<file path="config.mk">
export PLATFORM = sky130hd
export DESIGN_NAME = nes_core_top
export DESIGN_NICKNAME = d
export VERILOG_FILES = /design/src/verilog/nes_cfg_pkg.sv /design/src/verilog/nes_io_pkg.sv /design/src/verilog/nes_bridge_regs.sv /design/src/verilog/nes_pad_map.sv /design/src/verilog/nes_video_shaper.sv /design/src/verilog/nes_core_top.sv
export SDC_FILE = /design/constraint.sdc
export NUM_CORES = 1
export LEC_CHECK = 0
export ABC_CLOCK_PERIOD_IN_PS = 3500
export BUFFER_PORTS_ARGS = -buffer_cell sky130_fd_sc_hd__buf_2
export CORE_AREA = 2 2 105 81
export CTS_BUF_LIST = sky130_fd_sc_hd__clkbuf_8
export CTS_CLUSTER_SIZE = 14
export DETAILED_ROUTE_END_ITERATION = 10
export DIE_AREA = 0 0 107 83
export GPL_TIMING_DRIVEN = 0
export PLACE_DENSITY = 0.9
export SYNTH_ARGS = -nofsm -noshare
export SYNTH_HDL_FRONTEND = slang
export SYNTH_SLANG_ARGS = --single-unit
</file>
<file path="constraint.sdc">
create_clock -name clk_74a -period 3.5 [get_ports clk_74a]
set_input_delay 0.525 -clock clk_74a [delete_from_list [all_inputs] [get_ports clk_74a]]
set_output_delay 0.525 -clock clk_74a [all_outputs]
set_load 0.03 [all_outputs]
</file>
<file path="src/verilog/nes_cfg_pkg.sv">
//////////////////////////////
// nes core configuration
// bridge address map, bus and video widths, and the
// fixed timing constants of the wrapper
//////////////////////////////

package nes_cfg_pkg;

  //////////////////////////////
  // bridge bus
  //////////////////////////////

  localparam int addr_w = 32;
  localparam int data_w = 32;

  // writing here starts the counted external reset
  localparam logic [addr_w-1:0] addr_reset = 32'h0000_0050;

  // video settings
  localparam logic [addr_w-1:0] addr_hide_overscan = 32'h0000_0200;
  localparam logic [addr_w-1:0] addr_mask_edges = 32'h0000_0204;
  localparam logic [addr_w-1:0] addr_extra_sprites = 32'h0000_0208;
  localparam logic [addr_w-1:0] addr_palette = 32'h0000_020C;

  // input settings
  localparam logic [addr_w-1:0] addr_multitap = 32'h0000_0300;
  localparam logic [addr_w-1:0] addr_yb_map = 32'h0000_0310;

  //////////////////////////////
  // timing
  //////////////////////////////

  // external reset length in clk_74a cycles
  localparam int unsigned reset_hold_default = 32'h0010_0000;

  // hsync is pushed out by this many edges so it never lands on vsync
  localparam int hs_delay_cycles = 7;

  //////////////////////////////
  // video and players
  //////////////////////////////

  localparam int rgb_w = 24;
  // slot word carries hide_overscan on this rgb bit
  localparam int slot_hide_bit = 13;

  localparam int num_players = 4;

endpackage

</file>
<file path="src/verilog/nes_io_pkg.sv">
//////////////////////////////
// nes core io types
// controller bitmap layout, settings word, nes pad
// and the video streams on both sides of the shaper
//////////////////////////////

package nes_io_pkg;

  //////////////////////////////
  // controller
  //////////////////////////////

  // one bit per button as delivered by the host
  typedef logic [15:0] key_t;

  // bit positions inside key_t
  localparam int key_up = 0;
  localparam int key_down = 1;
  localparam int key_left = 2;
  localparam int key_right = 3;
  localparam int key_face_a = 4;
  localparam int key_face_b = 5;
  localparam int key_face_x = 6;
  localparam int key_face_y = 7;
  localparam int key_select = 14;
  localparam int key_start = 15;

  // buttons as the console sees them
  typedef struct packed {
    logic a;
    logic b;
    logic start;
    logic select;
    logic up;
    logic down;
    logic left;
    logic right;
  } pad_t;

  //////////////////////////////
  // settings
  //////////////////////////////

  typedef struct packed {
    logic       hide_overscan;
    logic [1:0] mask_vid_edges;
    logic       allow_extra_sprites;
    logic [2:0] selected_palette;
    logic       multitap_enabled;
    // player one a/b taken from the b/y face buttons
    logic       yb_map;
  } settings_t;

  //////////////////////////////
  // video
  //////////////////////////////

  // raw console output, sync and blanks as levels
  typedef struct packed {
    logic                          h_blank;
    logic                          v_blank;
    logic                          hs;
    logic                          vs;
    logic [nes_cfg_pkg::rgb_w-1:0] rgb;
  } video_in_t;

  // scaler side, syncs are single-cycle pulses
  typedef struct packed {
    logic                          de;
    logic                          hs;
    logic                          vs;
    logic [nes_cfg_pkg::rgb_w-1:0] rgb;
  } video_out_t;

endpackage

</file>
<file path="src/verilog/nes_bridge_regs.sv">
//////////////////////////////
// bridge settings registers
// decodes host bridge writes into the core settings
// and times the counted external reset
//////////////////////////////

module nes_bridge_regs #(
  parameter int unsigned reset_hold_cycles = nes_cfg_pkg::reset_hold_default
) (
  input  logic                           clk_74a,
  input  logic                           pll_core_locked,
  input  logic [nes_cfg_pkg::addr_w-1:0] bridge_addr,
  input  logic                           bridge_wr,
  input  logic [nes_cfg_pkg::data_w-1:0] bridge_wr_data,
  output nes_io_pkg::settings_t          settings,
  output logic                           external_reset
);

  // wide enough to hold the full reset length
  localparam int hold_w = $clog2(reset_hold_cycles + 1);

  logic [hold_w-1:0] hold_cnt;
  logic              reset_wr;

  assign reset_wr = bridge_wr && (bridge_addr == nes_cfg_pkg::addr_reset);

  //////////////////////////////
  // settings register file
  //////////////////////////////

  // only the low bits of the data word land in each field
  always_ff @(posedge clk_74a or negedge pll_core_locked) begin
    if (!pll_core_locked) begin
      settings <= '0;
    end else if (bridge_wr) begin
      case (bridge_addr)
        nes_cfg_pkg::addr_hide_overscan: begin
          settings.hide_overscan <= bridge_wr_data[0];
        end
        nes_cfg_pkg::addr_mask_edges: begin
          settings.mask_vid_edges <= bridge_wr_data[1:0];
        end
        nes_cfg_pkg::addr_extra_sprites: begin
          settings.allow_extra_sprites <= bridge_wr_data[0];
        end
        nes_cfg_pkg::addr_palette: begin
          settings.selected_palette <= bridge_wr_data[2:0];
        end
        nes_cfg_pkg::addr_multitap: begin
          settings.multitap_enabled <= bridge_wr_data[0];
        end
        nes_cfg_pkg::addr_yb_map: begin
          settings.yb_map <= bridge_wr_data[0];
        end
        default: begin
          // unmapped address, nothing to update
        end
      endcase
    end
  end

  //////////////////////////////
  // external reset hold
  //////////////////////////////

  // a fresh reset write reloads the count even mid-hold
  always_ff @(posedge clk_74a or negedge pll_core_locked) begin
    if (!pll_core_locked) begin
      hold_cnt <= '0;
    end else if (reset_wr) begin
      hold_cnt <= hold_w'(reset_hold_cycles);
    end else if (hold_cnt != '0) begin
      hold_cnt <= hold_cnt - 1'b1;
    end
  end

  // high for exactly reset_hold_cycles cycles after the load
  assign external_reset = (hold_cnt != '0);

endmodule

</file>
<file path="src/verilog/nes_pad_map.sv">
//////////////////////////////
// controller to nes pad mapper
// picks the console buttons out of each key bitmap,
// with optional y/b remap on player one
//////////////////////////////

module nes_pad_map (
  input  logic             clk_74a,
  input  logic             pll_core_locked,
  input  nes_io_pkg::key_t cont_key [nes_cfg_pkg::num_players],
  input  logic             yb_map,
  output nes_io_pkg::pad_t pads [nes_cfg_pkg::num_players]
);

  nes_io_pkg::pad_t pads_next [nes_cfg_pkg::num_players];

  //////////////////////////////
  // button selection
  //////////////////////////////

  always_comb begin
    for (int p = 0; p < nes_cfg_pkg::num_players; p++) begin
      pads_next[p].up     = cont_key[p][nes_io_pkg::key_up];
      pads_next[p].down   = cont_key[p][nes_io_pkg::key_down];
      pads_next[p].left   = cont_key[p][nes_io_pkg::key_left];
      pads_next[p].right  = cont_key[p][nes_io_pkg::key_right];
      pads_next[p].start  = cont_key[p][nes_io_pkg::key_start];
      pads_next[p].select = cont_key[p][nes_io_pkg::key_select];
      pads_next[p].a      = cont_key[p][nes_io_pkg::key_face_a];
      pads_next[p].b      = cont_key[p][nes_io_pkg::key_face_b];
    end

    // remap applies to player one only
    if (yb_map) begin
      pads_next[0].a = cont_key[0][nes_io_pkg::key_face_b];
      pads_next[0].b = cont_key[0][nes_io_pkg::key_face_y];
    end
  end

  //////////////////////////////
  // output register
  //////////////////////////////

  always_ff @(posedge clk_74a or negedge pll_core_locked) begin
    if (!pll_core_locked) begin
      pads <= '{default: '0};
    end else begin
      pads <= pads_next;
    end
  end

endmodule

</file>
<file path="src/verilog/nes_video_shaper.sv">
//////////////////////////////
// video shaper
// turns console blanks and sync levels into scaler
// data enable, sync pulses and the slot word
//////////////////////////////

module nes_video_shaper (
  input  logic                   clk_74a,
  input  logic                   pll_core_locked,
  input  nes_io_pkg::video_in_t  video_in,
  input  logic                   hide_overscan,
  output nes_io_pkg::video_out_t video_out
);

  localparam int hs_delay_w = $clog2(nes_cfg_pkg::hs_delay_cycles + 1);

  logic                          de;
  logic                          de_fall;
  logic                          hs_rise;
  logic                          hs_prev;
  logic                          vs_prev;
  logic                          de_prev;
  logic [hs_delay_w-1:0]         hs_delay;
  logic [nes_cfg_pkg::rgb_w-1:0] slot_rgb;

  // visible pixel whenever neither blank is active
  assign de      = !(video_in.h_blank || video_in.v_blank);
  assign de_fall = de_prev && !de;
  assign hs_rise = !hs_prev && video_in.hs;

  // slot word, everything zero except the overscan flag
  assign slot_rgb = {{(nes_cfg_pkg::rgb_w - 1){1'b0}}, hide_overscan}
                    << nes_cfg_pkg::slot_hide_bit;

  //////////////////////////////
  // previous samples
  //////////////////////////////

  always_ff @(posedge clk_74a or negedge pll_core_locked) begin
    if (!pll_core_locked) begin
      hs_prev <= 1'b0;
      vs_prev <= 1'b0;
      de_prev <= 1'b0;
    end else begin
      hs_prev <= video_in.hs;
      vs_prev <= video_in.vs;
      de_prev <= de;
    end
  end

  //////////////////////////////
  // hsync delay
  //////////////////////////////

  // a new rise restarts the count from the top
  always_ff @(posedge clk_74a or negedge pll_core_locked) begin
    if (!pll_core_locked) begin
      hs_delay <= '0;
    end else if (hs_rise) begin
      hs_delay <= hs_delay_w'(nes_cfg_pkg::hs_delay_cycles);
    end else if (hs_delay != '0) begin
      hs_delay <= hs_delay - 1'b1;
    end
  end

  //////////////////////////////
  // output stage
  //////////////////////////////

  always_ff @(posedge clk_74a or negedge pll_core_locked) begin
    if (!pll_core_locked) begin
      video_out <= '0;
    end else begin
      video_out.de <= de;
      // pulse on the last step of the delay count
      video_out.hs <= (hs_delay == hs_delay_w'(1));
      // vsync rise becomes a single-cycle pulse
      video_out.vs <= !vs_prev && video_in.vs;

      if (de) begin
        video_out.rgb <= video_in.rgb;
      end else if (de_fall) begin
        video_out.rgb <= slot_rgb;
      end else begin
        video_out.rgb <= '0;
      end
    end
  end

endmodule

</file>
<file path="src/verilog/nes_core_top.sv">
//////////////////////////////
// nes core wrapper top
// settings registers, pad mapper and video shaper
// between the host bridge and the console
//////////////////////////////

module nes_core_top #(
  parameter int unsigned reset_hold_cycles = nes_cfg_pkg::reset_hold_default
) (
  input  logic                           clk_74a,
  input  logic                           pll_core_locked,

  // host bridge, writes only
  input  logic [nes_cfg_pkg::addr_w-1:0] bridge_addr,
  input  logic                           bridge_wr,
  input  logic [nes_cfg_pkg::data_w-1:0] bridge_wr_data,

  // controllers, player one first
  input  nes_io_pkg::key_t               cont_key [nes_cfg_pkg::num_players],

  // console video
  input  nes_io_pkg::video_in_t          video_in,

  output nes_io_pkg::settings_t          settings,
  output logic                           external_reset,
  output nes_io_pkg::pad_t               pads [nes_cfg_pkg::num_players],
  output nes_io_pkg::video_out_t         video_out
);

  nes_bridge_regs #(
    .reset_hold_cycles(reset_hold_cycles)
  ) u_bridge_regs (
    .clk_74a        (clk_74a),
    .pll_core_locked(pll_core_locked),
    .bridge_addr    (bridge_addr),
    .bridge_wr      (bridge_wr),
    .bridge_wr_data (bridge_wr_data),
    .settings       (settings),
    .external_reset (external_reset)
  );

  nes_pad_map u_pad_map (
    .clk_74a        (clk_74a),
    .pll_core_locked(pll_core_locked),
    .cont_key       (cont_key),
    .yb_map         (settings.yb_map),
    .pads           (pads)
  );

  nes_video_shaper u_video_shaper (
    .clk_74a        (clk_74a),
    .pll_core_locked(pll_core_locked),
    .video_in       (video_in),
    .hide_overscan  (settings.hide_overscan),
    .video_out      (video_out)
  );

endmodule

</file>
# == After elaboration in Yosys (flattened, before gate mapping) ==
# Index checks and enable logic that the tools add are counted.
# classes
bitwise_logic,0
n_eq_ne,8
mul,0
mux,7
reduce_logical,18
shifts,0
n_lt_le_gt_ge,0
div_mod_pow,0
add_sub_neg,2
# ops
op,n
"== test 32 x 10 -> 1 bit, second input constant",6
two-way mux 21 bit,2
"== test 32 x 7 -> 1 bit, second input constant",1
two-way mux 24 bit,1
nonzero test 21 bit,1
"subtractor 21 x 1 -> 21 bit, second input constant",1
two-way mux 14 bit,1
AND reduction 2 bit,6
two-way mux 3 bit,2
logical AND 1 bit,4
nonzero test 2 bit,2
"== test 3 x 1 -> 1 bit, second input constant",1
zero test 1 bit,3
nonzero test 3 bit,1
"subtractor 3 x 1 -> 3 bit, second input constant",1
two-way mux 2 bit,1
logical OR 1 bit,1
# totals
latch_bits,0
rom_bits,0
reg_bits,94
n_memories,0
wordCells,81
in_bits,159
mem_bits_rw,0
output_inout_bits,69

# == Longest topological paths before layout ==
# Gate-level depths: netlist of the first run.
# logic_depth
ltp_word,4
mapped_depth,8
depth_no_buf,8

# == By module ==
# From an unflattened synthesis of the first run, not the netlist that was laid out.
# unflattened
hier_cells,287
area_unflattened_um2,3632.2
# by_module_without_submodules
module,seq_area_each_um2,cells_each,instances,area_per_inst_um2
nes_bridge_regs,750.7,175,1,1694.1
nes_video_shaper,800.8,78,1,1114.8
nes_pad_map,800.8,34,1,823.3

# == Worst setup path after synthesis of the first run ==
# No wires, ideal clock.
# synth_timing
kind,register to output
startpoint,register u_bridge_regs.hold_cnt[9]
endpoint,output port external_reset
stages_incl_launch_ff,6
required_ps,2975
slack_ps,1296
arrival_time_ps,1679
path_buffers,1
path_cell_list,dfrtp_1 or4_4 buf_6 or2_4 nor3_4 inv_2
# synth_between
elab_chain_len,1
# synth_lines
item,line_no,source
start: declaration,nes_bridge_regs.sv:22,logic [hold_w-1:0] hold_cnt;
start signal: assignment,nes_bridge_regs.sv:71,hold_cnt <= hold_w'(reset_hold_cycles);
start signal: assignment,nes_bridge_regs.sv:73,hold_cnt <= hold_cnt - 1'b1;
nonzero test 21 bit,nes_bridge_regs.sv:78,assign external_reset = (hold_cnt != '0);
end: declaration,nes_core_top.sv:25,"output logic external_reset,"
# Every way passes these cells.

# == Final worst setup path of the first run ==
# Same ends and word-level chain as after synthesis.

==> results.md, run 1 <==
- Outcome: completed
- CP arrival: 2.30 ns
- Clock Pin Slew Worst Setup and Hold Paths: 0.08 ns
- Fraction of layout cells with a size suffix above 1: 46.64%
- Drt total wl: 7860 um
- Worst Path Required: 2.97 ns
- Setup WS post-layout: 0.6717 ns
- Total clock sinks: 94
- Syn avg cell area: 12.97 sq um
- Post-Synth Simple-Gate Area: 18.36%
- First-pass GRT wire length: 13260 um
- Reg power frac: 55.7%
- CTS Hold Bufs: 0
- Fmax: 353.6 MHz
- CP cell instances: or4_4 -> buf_6 -> or2_4 -> nor3_4 -> inv_2 -> buf_2
- Fin Hold WS: 0.1037 ns
- Logic pwr share: 13.0%
- Nets@finish: 621
- Post-route ant nets: 0
- Die height: 83 um
- H-tree levels: 3
- Worst-Skew Late Latency: 0.35 ns
- Post-DR wirelength/cell: 13.89 um
- Max rail drop VDD: 0.0002776 V
- Post-synthesis sequential area ratio: 65.26%
- Starting Density: 46.14%
- Psw: 552.8 uW
- GP Congestion: 0.8301
- Final period util: 80.81%
- Post-Place Worst Slack: 1.047 ns
- Final setup viols: 0
- Leakage: 2.396 nW
- Initial antenna violation count: 0
- Total gr overflow: 0
- Vias/cell: 4.864
- Syn nets: 442
- Startpoint Class: register
- CP Capture Type: output pin
- Cts repair resizes: 0
- Clock power frac: 31.3%
- Worst Setup Path Type: reg2out
- Final Max Tran Viols: 0
- Crit-path max FO: 6
- Synth async-reset ratio: 100.0%
- Root buf cell: clkbuf_8
- TritonRoute pass-1 iters: 4
- Register bit total from synthesis: 94
- # Post-CTS Setup Buffers: 0
- Drc violations: 0
- Largest family of logic cells by synthesized area: simple AND/OR/NAND/NOR gates
- Synth Area in Compound Gates: 5.102%
- Crit path time final: 2.828 ns
- Area growth syn-to-layout: 32.66%
- Mux cell area share after synthesis: 4.582%
- Syn. warnings: 0
- TritonCTS clock tree: built
- Synth Cell Area: 3605 sq um
- Hpwl dp: 6155 um
- Worst-margin pin slew: 0.5268 ns
- RSZ-0062 raised after global routing: no
- Net Sw Frac: 26.66%
- Hold Violations, Final: 0
- Die width: 107 um
- Largest stage delay, worst path: 0.55 ns
- Maximum Capacitance Violations: 0
- Rel. slew slack: 64.88%
- Port buffer count: 167
- Clock buffer depth: 2
- Hold Crit Class: in2async
- Final setup TNS: 0 ns
- Netlist cell types: 45
- Synth Area in Adders: 1.736%
- Syn Inst Count: 278
- Largest net degree at the start of global routing: 67
- Diode count: 0
- Int Pwr: 1.520 mW
- Num CTS Buffers: 9
- Total Die Area: 8881 sq um
- Vias: 2753
- Slowest CP cell: or4_4
- Ports: 228
- Ys flop type: dfrtp_1
- Total Routing Usage GR: 18.70%
- Initial DRC Count: 86
- # rows: 28
- Cell Pwr Density: 433.5 nW/um^2
- Number of flops mapped to enable cells by yosys: 0
- Core ar.: 7812 sq um
- Final clock skew: 0.006796 ns
- Post-Synth XOR/XNOR Area: 2.430%
- Vias in the first global route: 2831
-- sequential cells by signal, indices dropped and copies added (netlist names) --
name / cells
u_video_shaper.vs_prev: 1
u_pad_map.pads: 32
u_video_shaper.de_prev: 1
u_bridge_regs.settings: 9
u_video_shaper.video_out: 26
u_video_shaper.hs_prev: 1
u_bridge_regs.hold_cnt: 21
u_video_shaper.hs_delay: 3
-- worst max-delay path: cells and delay by family (launching register included) --
family	cells	cell delay (ns)
buffers and inverters	3	0.45
flip-flops	1	0.42
AND/OR/NAND/NOR	3	1.08
-- placed cells by master, fill, tap and decap left out, drive strengths merged --
master / netlist / layout
buf: 6 / 174
dfrtp: 94 / 94
nor2: 24 / 24
and2: 23 / 23
nand2: 14 / 14
clkbuf: 4 / 14
mux2: 12 / 12
inv: 7 / 9
nor3: 9 / 9
a21oi: 7 / 7
xor2: 7 / 7
nor4: 7 / 7
o21ai: 7 / 7
nand2b: 5 / 5
o211ai: 5 / 5
ha: 5 / 5
or4: 5 / 5
nor4b: 4 / 4
nand3: 4 / 4
nand3b: 4 / 4
xnor2: 3 / 3
mux2i: 3 / 3
or3: 3 / 3
nor2b: 2 / 2
o21a: 2 / 2
o31ai: 2 / 2
clkinv: 0 / 2
or2: 2 / 2
nand4: 1 / 1
and4: 1 / 1
or3b: 1 / 1
nand4b: 1 / 1
nor3b: 1 / 1
o2111ai: 1 / 1
o21ba: 1 / 1
a211oi: 1 / 1
clkinvlp: 0 / 1
-- layout make-up --
type / instances / area, sq um
Timing Repair Buffer: 168 / 865.8
Sequential cell: 94 / 2352
Clock buffer: 10 / 137.6
Buffer: 10 / 65.06
Clock inverter: 5 / 42.54
Fill cell: 649 / 3030
Multi-Input combinational cell: 167 / 1161
Tap cell: 105 / 131.4
Inverter: 7 / 26.28
-- path summary, 6_finish.rpt --
| kind | cells past startpoint | startpoint | end | slack, ns |
|---|---|---|---|---|
| setup / recovery | 6 | u_bridge_regs.hold_cnt[9] | external_reset | 0.67 |
| hold / removal | 1 | pll_core_locked | u_bridge_regs.hold_cnt[6] | 0.10 |
| setup reg to reg | 7 | u_bridge_regs.hold_cnt[0] | u_bridge_regs.hold_cnt[16] | 1.30 |
| hold reg to reg | 1 | u_video_shaper.vs_prev | u_video_shaper.video_out[24] | 0.42 |
| max in group asynchronous | 2 | pll_core_locked | u_video_shaper.video_out[23] | 2.76 |
| min in group clk_74a | 1 | cont_key[34] | u_pad_map.pads[17] | 0.27 |
-- through the flow --
step / area [sq um] / total power, mW / cells / utilization [%]
6_report: 4782 / 2.073 / 566 / 61.21
5_1_grt: 4782 / 2.187 / 566 / 61.21
3_5_place_dp: 4602 / 1.449 / 551 / 58.90
4_1_cts: 4782 / 2.105 / 566 / 61.21
3_3_place_gp: 4572 / 1.433 / 550 / 58.52
2_1_floorplan: 3605 / 1.316 / 278 / -
-- cells in the mapped netlist, types with 3 or more instances --
library cell / instances / share of area [%]
dfrtp_1: 94 / 65
nor2_1: 24 / 2.5
and2_1: 23 / 4.0
nand2_1: 14 / 1.5
mux2_2: 12 / 3.7
a21oi_1: 7 / 0.97
xor2_1: 7 / 1.7
inv_1: 6 / 0.62
nor4_1: 6 / 1.0
ha_1: 5 / 1.7
nand2b_1: 5 / 0.87
nor3_1: 5 / 0.69
o211ai_1: 5 / 1.0
o21ai_0: 5 / 0.69
clkbuf_1: 4 / 0.42
nand3_1: 4 / 0.56
nand3b_1: 4 / 0.83
nor4b_1: 4 / 0.97
buf_4: 3 / 0.62
mux2i_1: 3 / 0.83
or3_1: 3 / 0.52
or4_1: 3 / 0.62
xnor2_1: 3 / 0.73
-- power by group through the flow --
stage	clock network [mW]	logic, mW	registers, mW
detailed placement	0	0.272	1.18
finish	0.650	0.269	1.15
global placement	0	0.258	1.17
floorplan	0	0.0721	1.24
global route	0.728	0.298	1.16
CTS	0.676	0.274	1.16
-- per-layer routing --
layer | routed length (um) | track usage (%) | part of all wire, % | up-vias
li1 | - | - | - | 1299
met1 | 3235 | 24.01 | 41 | 1337
met2 | 3909 | 30.17 | 50 | 109
met3 | 639 | 6.829 | 8.1 | 8
met4 | 76 | 4.841 | 0.97 | 0
met5 | 0 | 0 | 0 | -
-- cells by family (layout without fill, tap and decap cells) --
kind of cell | count (synthesis) | count (layout)
AND/OR/NAND/NOR | 111 | 111
flip-flops | 94 | 94
AO/OA/AOI/OAI | 26 | 26
buffers and inverters | 17 | 200
multiplexers | 15 | 15
XOR/XNOR | 10 | 10
adder cells (fa/ha/maj) | 5 | 5
Note: power is estimated with default switching activity, not from simulation.
==> run 2: changes to the inputs <==
--- a/config.mk
+++ b/config.mk
@@ -5,15 +5,15 @@
 export SDC_FILE = /design/constraint.sdc
 export NUM_CORES = 1
 export LEC_CHECK = 0
-export ABC_CLOCK_PERIOD_IN_PS = 3500
+export ABC_CLOCK_PERIOD_IN_PS = 2650
 export BUFFER_PORTS_ARGS = -buffer_cell sky130_fd_sc_hd__buf_2
-export CORE_AREA = 2 2 105 81
+export CORE_AREA = 2 2 108 84
 export CTS_BUF_LIST = sky130_fd_sc_hd__clkbuf_8
 export CTS_CLUSTER_SIZE = 14
 export DETAILED_ROUTE_END_ITERATION = 10
-export DIE_AREA = 0 0 107 83
+export DIE_AREA = 0 0 110 86
 export GPL_TIMING_DRIVEN = 0
-export PLACE_DENSITY = 0.9
+export PLACE_DENSITY = 0.85
 export SYNTH_ARGS = -nofsm -noshare
 export SYNTH_HDL_FRONTEND = slang
 export SYNTH_SLANG_ARGS = --single-unit
==> constraint.sdc (replaced) <==
create_clock -name clk_74a -period 2.65 [get_ports clk_74a]
set_input_delay 0.3975 -clock clk_74a [delete_from_list [all_inputs] [get_ports clk_74a]]
set_output_delay 0.3975 -clock clk_74a [all_outputs]
set_load 0.03 [all_outputs]
==> run 2 against run 1 <==
  * Hold slack got worse by 0.069 ns
  * Final area is 1.2% higher
  * Critical path depth stayed put
  * Flip-flop and latch count unchanged
  * First-iteration DRC count up 50%
  * Worst setup slack worse by 0.54 ns
  * Cell count is 1.2% higher
  * Total power grew 37%
  * Register-to-register slack lost 0.90 ns
  * Global-route usage shrank 0.87 points
  * Utilization decreased by 3.0 points
  * Sequential share of layout area decreased by 0.57 points
  * Critical endpoint unchanged
  * Largest power group unchanged
  * Highest routed layer unchanged
==> results.md, run 2 (synthesis results as in run 1) <==
- Metal3 WL: 648 um
- Hpwl dp: 6210 um
- First-pass GRT wire length: 13030 um
- Diode count: 0
- Total Die Area: 9460 sq um
- Startpoint Class: register
- Num CTS Buffers: 9
- TritonRoute pass-1 iters: 7
- Rel. slew slack: 62.20%
- Initial antenna violation count: 0
- CP arrival: 2.13 ns
- Vias/cell: 4.743
- Max FFs per register: 32
- Worst-Skew Late Latency: 0.34 ns
- GP Congestion: 0.8065
- Starting Density: 43.38%
- Met1 Wirelength: 3346 um
- TritonCTS clock tree: built
- Total clock sinks: 94
- RSZ-0062 raised after global routing: no
- Fraction of layout cells with a size suffix above 1: 46.88%
- Post-DR wirelength/cell: 14.15 um
- Total gr overflow: 0
- Leakage: 2.429 nW
- Die height: 86 um
- Die width: 110 um
- Top Layer Used: met4
- Worst Setup Path Type: reg2out
- Maximum Capacitance Violations: 0
- Register with the most flip-flops: u_pad_map.pads
- Crit path time final: 2.523 ns
- Clock buffer depth: 2
- Post-Place Worst Slack: 0.2858 ns
- Nets@finish: 624
- Fmax: 396.4 MHz
- Vias in the first global route: 2770
- Drt total wl: 8110 um
- Final clock skew: 0.007222 ns
- Ports: 228
- R2r setup slk: 0.40 ns
- Final setup viols: 0
- Tot Pwr: 2.843 mW
- Vias: 2718
- Fin Hold WS: 0.03486 ns
- Final Max Tran Viols: 0
- Post-route ant nets: 0
- Root buf cell: clkbuf_8
- Drc violations: 0
- CP Capture Type: output pin
- Top Registers: u_pad_map.pads x32, u_video_shaper.video_out x26, u_bridge_regs.hold_cnt x21
- Most frequent cells in the layout: 166 x buf_2, 94 x dfrtp_1, 24 x nor2_1
- Final period util: 95.20%
- Hold Violations, Final: 0
- H-tree levels: 3
- Cell Pwr Density: 587.7 nW/um^2
- Hold Crit Class: in2async
- Crit-path max FO: 6
- DP Cell Count: 554
- Final setup TNS: 0 ns
- Final std cells w/o fill: 573
- Worst Path Required: 2.25 ns
- Initial DRC Count: 129
- Area growth syn-to-layout: 34.22%
- WL met2: 4060 um
- Largest net degree at the start of global routing: 54
- Worst-margin pin slew: 0.5669 ns
- Setup WS post-layout: 0.1273 ns
- Most common cell after layout, fill and taps aside: buf_2
- Total Routing Usage GR: 17.83%
- Core ar.: 8309 sq um
- Clock Pin Slew Worst Setup and Hold Paths: 0.09 ns
- Port buffer count: 167
- Outcome: completed
- Max rail drop VDD: 0.0003427 V
- # rows: 29
## run 2: cell count changes in the layout (fill, tap and decap cells not counted), sizes merged
cell    delta
buf        +3
bufinv     +1
clkinv     -1
inv        +1
## run 2: path summary, 6_finish.rpt
check | start | endpoint | cells past startpoint
worst max-delay path | u_bridge_regs.hold_cnt[9] | external_reset | 6
worst min-delay path | pll_core_locked | u_pad_map.pads[10] | 1
worst max register to register | u_bridge_regs.hold_cnt[0] | u_bridge_regs.hold_cnt[16] | 7
worst min register to register | u_video_shaper.vs_prev | u_video_shaper.video_out[24] | 1
max in group asynchronous | pll_core_locked | u_video_shaper.video_out[9] | 2
min in group clk_74a | cont_key[35] | u_pad_map.pads[16] | 1
## run 2: per-layer routing
metal,up-vias,track usage (%)
li1,1308,-
met1,1309,21.77
met2,95,29.62
met3,6,6.763
met4,0,4.833
met5,-,0
## run 2: per-stage QoR
stage / cell area, sq um / util, %
2_1_floorplan: 3605 / -
3_3_place_gp: 4576 / 55.07
3_5_place_dp: 4606 / 55.43
4_1_cts: 4821 / 58.02
5_1_grt: 4838 / 58.23
6_report: 4838 / 58.23
## run 2: critical path: stages (launching register included)
cell	delay [ns]
dfrtp_1	0.39
or4_4	0.53
buf_6	0.15
or2_4	0.26
nor3_4	0.19
inv_2	0.09
buf_4	0.17
## run 2: timing repair
| item | 4_1_cts | 5_1_grt |
|---|---|---|
| setup buffers | 1 | 2 |
| setup endpoints to repair | 1 | 1 |
| gates resized for setup | 0 | 2 |
| hold buffers | 0 | 0 |
| pin swaps | 1 | 1 |
## run 2: layout make-up
class / count / area (sq um)
multi-input cells: 167 / 1161
inverters: 7 / 26.28
repair buffers: 171 / 890.9
plain buffers: 10 / 65.06
flip-flops and latches: 94 / 2352
clock buffers: 10 / 137.6
fillers: 727 / 3471
clock inverters: 6 / 70.07
well taps: 108 / 135.1
## run 2: report_power, final
| part | switching, mW | internal, mW |
|---|---|---|
| logic | 0.218 | 0.138 |
| clock network | 0.492 | 0.470 |
| registers | 0.0270 | 1.50 |
| total | 0.737 | 2.11 |
==> run 3: changes to the inputs <==
--- a/config.mk
+++ b/config.mk
@@ -7,13 +7,14 @@
 export LEC_CHECK = 0
 export ABC_CLOCK_PERIOD_IN_PS = 2650
 export BUFFER_PORTS_ARGS = -buffer_cell sky130_fd_sc_hd__buf_2
-export CORE_AREA = 2 2 108 84
+export CORE_AREA = 2 2 131 101
 export CTS_BUF_LIST = sky130_fd_sc_hd__clkbuf_8
 export CTS_CLUSTER_SIZE = 14
 export DETAILED_ROUTE_END_ITERATION = 10
-export DIE_AREA = 0 0 110 86
+export DIE_AREA = 0 0 133 103
 export GPL_TIMING_DRIVEN = 0
-export PLACE_DENSITY = 0.85
+export PLACE_DENSITY = 0.63
 export SYNTH_ARGS = -nofsm -noshare
 export SYNTH_HDL_FRONTEND = slang
+export SYNTH_HIERARCHICAL = 1
 export SYNTH_SLANG_ARGS = --single-unit
==> run 3 against run 2 <==
  * Sequential power about the same
  * Critical path type unchanged
  * Critical endpoint unchanged
  * Global-route usage down 5.2 points
  * Die area grew 45%
  * Critical path depth is 1 lower
==> results.md, run 3 <==
- Final setup viols: 0
- TritonCTS clock tree: built
- CP Capture Type: output pin
- Ys flop type: dfrtp_1
- Hpwl dp: 6411 um
- Hold Crit Class: in2async
- Port buffer count: 167
- Initial antenna violation count: 0
- Synth Cell Area: 3632 sq um
- Synth area leader: dfrtp_1
- Root buf cell: clkbuf_8
- Final Max Tran Viols: 0
- Fmax: 391.8 MHz
- Post-DP Area: 4712 sq um
- Worst R2R Path Depth: 6
- Nets@finish: 637
- R2r setup slk: 0.33 ns
- Final clock skew: 0.01162 ns
- Max rail drop VDD: 0.0003506 V
- Max FFs per register: 32
- Syn. warnings: 6
- Vias/cell: 4.376
- Hold Violations, Final: 0
- Most frequent cell after synthesis: dfrtp_1
- Num CTS Buffers: 9
- Die height: 103 um
- Cell Pwr Density: 586.0 nW/um^2
- Initial DRC Count: 95
- Die width: 133 um
- Top Registers: u_pad_map/pads x32, u_video_shaper/video_out x27, u_bridge_regs/hold_cnt x21
- Diode count: 0
- Total gr overflow: 0
- Most frequent cells in the layout: 165 x buf_2, 93 x dfrtp_1, 26 x and2_1
- Drc violations: 0
- Worst-Skew Late Latency: 0.36 ns
- Psw: 779.2 uW
- Syn Inst Count: 287
- Fraction of layout cells with a size suffix above 1: 45.82%
- Starting Density: 28.90%
- Final period util: 96.31%
- Tot Pwr: 2.923 mW
- Final std cells w/o fill: 649
- Total clock sinks: 94
- Startpoint Class: register
- Outcome: completed
- Drt total wl: 8508 um
- Top-area cell type share of the netlist area: 64.76%
- RSZ-0062 raised after global routing: no
- Clock buffer depth: 2
- Syn nets: 451
- Register bit total from synthesis: 94
- # rows: 36
- Logic pwr share: 13.4%
- Rel. slew slack: 57.59%
- Crit path time final: 2.552 ns
- Post-synthesis sequential area ratio: 64.76%
- Number of flops mapped to enable cells by yosys: 0
- Core ar.: 12570 sq um
- Netlist cell types: 47
- Final setup TNS: 0 ns
- CTS Hold Bufs: 0
- H-tree levels: 3
- Worst Setup Path Type: reg2out
- Post-route ant nets: 0
- Vias in the first global route: 2943
- GP Congestion: 0.8811
- Ports: 228
- Register with the most flip-flops: u_pad_map/pads
- Final Cell Area: 4987 sq um
- Finished Core Util: 39.69%
- Reg2reg start: u_bridge_regs/hold_cnt[7]
- Clock Pin Slew Worst Setup and Hold Paths: 0.10 ns
- Worst-margin pin slew: 0.6304 ns
- Worst Path Required: 2.25 ns
- TritonRoute pass-1 iters: 4
- DP Cell Count: 626
- Synth area leaders: dfrtp_1 65%, and2_1 4.5%, mux2_2 3.4%, nor2_1 2.2%, ha_1 1.7%
- Net Sw Frac: 26.66%
- Commonest cells post-synth: 94 x dfrtp_1, 26 x and2_1, 21 x nor2_1
- Largest net degree at the start of global routing: 54
- Reg2Reg Capture Point: u_bridge_regs/hold_cnt[4]
- Maximum Capacitance Violations: 0
- CP arrival: 2.15 ns
- Most common cell after layout, fill and taps aside: buf_2
- Clock power frac: 34.5%
- Vias: 2840
- Post-DR wirelength/cell: 13.11 um
- Total Die Area: 13700 sq um
- Reg power frac: 52.2%
- Synth async-reset ratio: 100.0%
- First-pass GRT wire length: 13700 um
- Area growth syn-to-layout: 37.31%
- Crit-path max FO: 4
- Total Routing Usage GR: 12.64%
- Syn avg cell area: 12.66 sq um
- Int Pwr: 2.143 mW
- Leakage: 2.439 nW
==> run 3: critical path, stage by stage, from the launching register on <==
cell and delay, ns:
dfrtp_1 0.39, or4_4 0.54, or4_4 0.54, nor2_8 0.13, inv_4 0.06, buf_6 0.13
==> run 3: layer usage <==
metal	wire length [um]	global-route usage [%]	share of wire (%)	vias up
met5	0	0	0	-
met4	95	4.467	1.1	0
li1	-	-	-	1366
met1	3636	15.38	43	1332
met3	997	6.637	12	9
met2	3779	19.37	44	133
==> run 3: power groups by stage <==
stage	clock network [mW]	registers [mW]	logic [mW]
finish	1.01	1.53	0.390
detailed placement	0	1.55	0.397
CTS	1.06	1.53	0.399
floorplan	0	1.64	0.128
global placement	0	1.55	0.378
global route	1.11	1.53	0.432
==> run 3: stage by stage <==
stage	setup slack, ns	hold WS (ns)
after global routing	0.02117	0.03544
final	0.09780	0.02692
after CTS	0.01950	0.02105
after detailed placement	0.2089	0.3846
after global placement	0.2231	0.3860
after floorplan	0.4643	0.1019
==> run 3: layout make-up <==
cell class	count	area [sq um]
fill	1248	7580
sequential	94	2354
multi-input combinational	179	1207
timing repair buffer	176	932.1
tap	171	214.0
clock buffer	10	137.6
clock inverter	6	75.07
buffer	7	42.54
inverter	6	25.02
==> run 3: worst max path at each step <==
stage	slack, ns	start	cells past startpoint	to
6_report	0.1	u_bridge_regs/hold_cnt[7]	5	external_reset
5_1_grt	0.02	u_bridge_regs/hold_cnt[7]	5	external_reset
4_1_cts	0.02	u_bridge_regs/hold_cnt[19]	5	external_reset
3_5_place_dp	0.21	bridge_addr[20]	6	u_bridge_regs/settings[3]
3_3_place_gp	0.22	u_bridge_regs/hold_cnt[7]	6	external_reset
2_1_floorplan	0.46	u_bridge_regs/hold_cnt[7]	5	external_reset
==> run 3: timing repair <==
action	CTS	global route
setup buffers	7	1
endpoints found under the hold margin	0	0
resized for setup	5	0
pin swaps	2	3
setup endpoints to repair	1	1
==> run 3: logic make-up (layout without fill, tap and decap cells) <==
family / count (synthesis) / count (layout) / synth area share, %
buffers and inverters: 14 / 205 / 2.101
muxes: 14 / 14 / 4.375
adders and majority gates: 5 / 5 / 1.722
AOI/OAI and AO/OA: 29 / 29 / 4.616
and+or+nand+nor: 122 / 122 / 20.26
DFF: 94 / 94 / 64.76
xor gates and xnor gates: 9 / 9 / 2.170
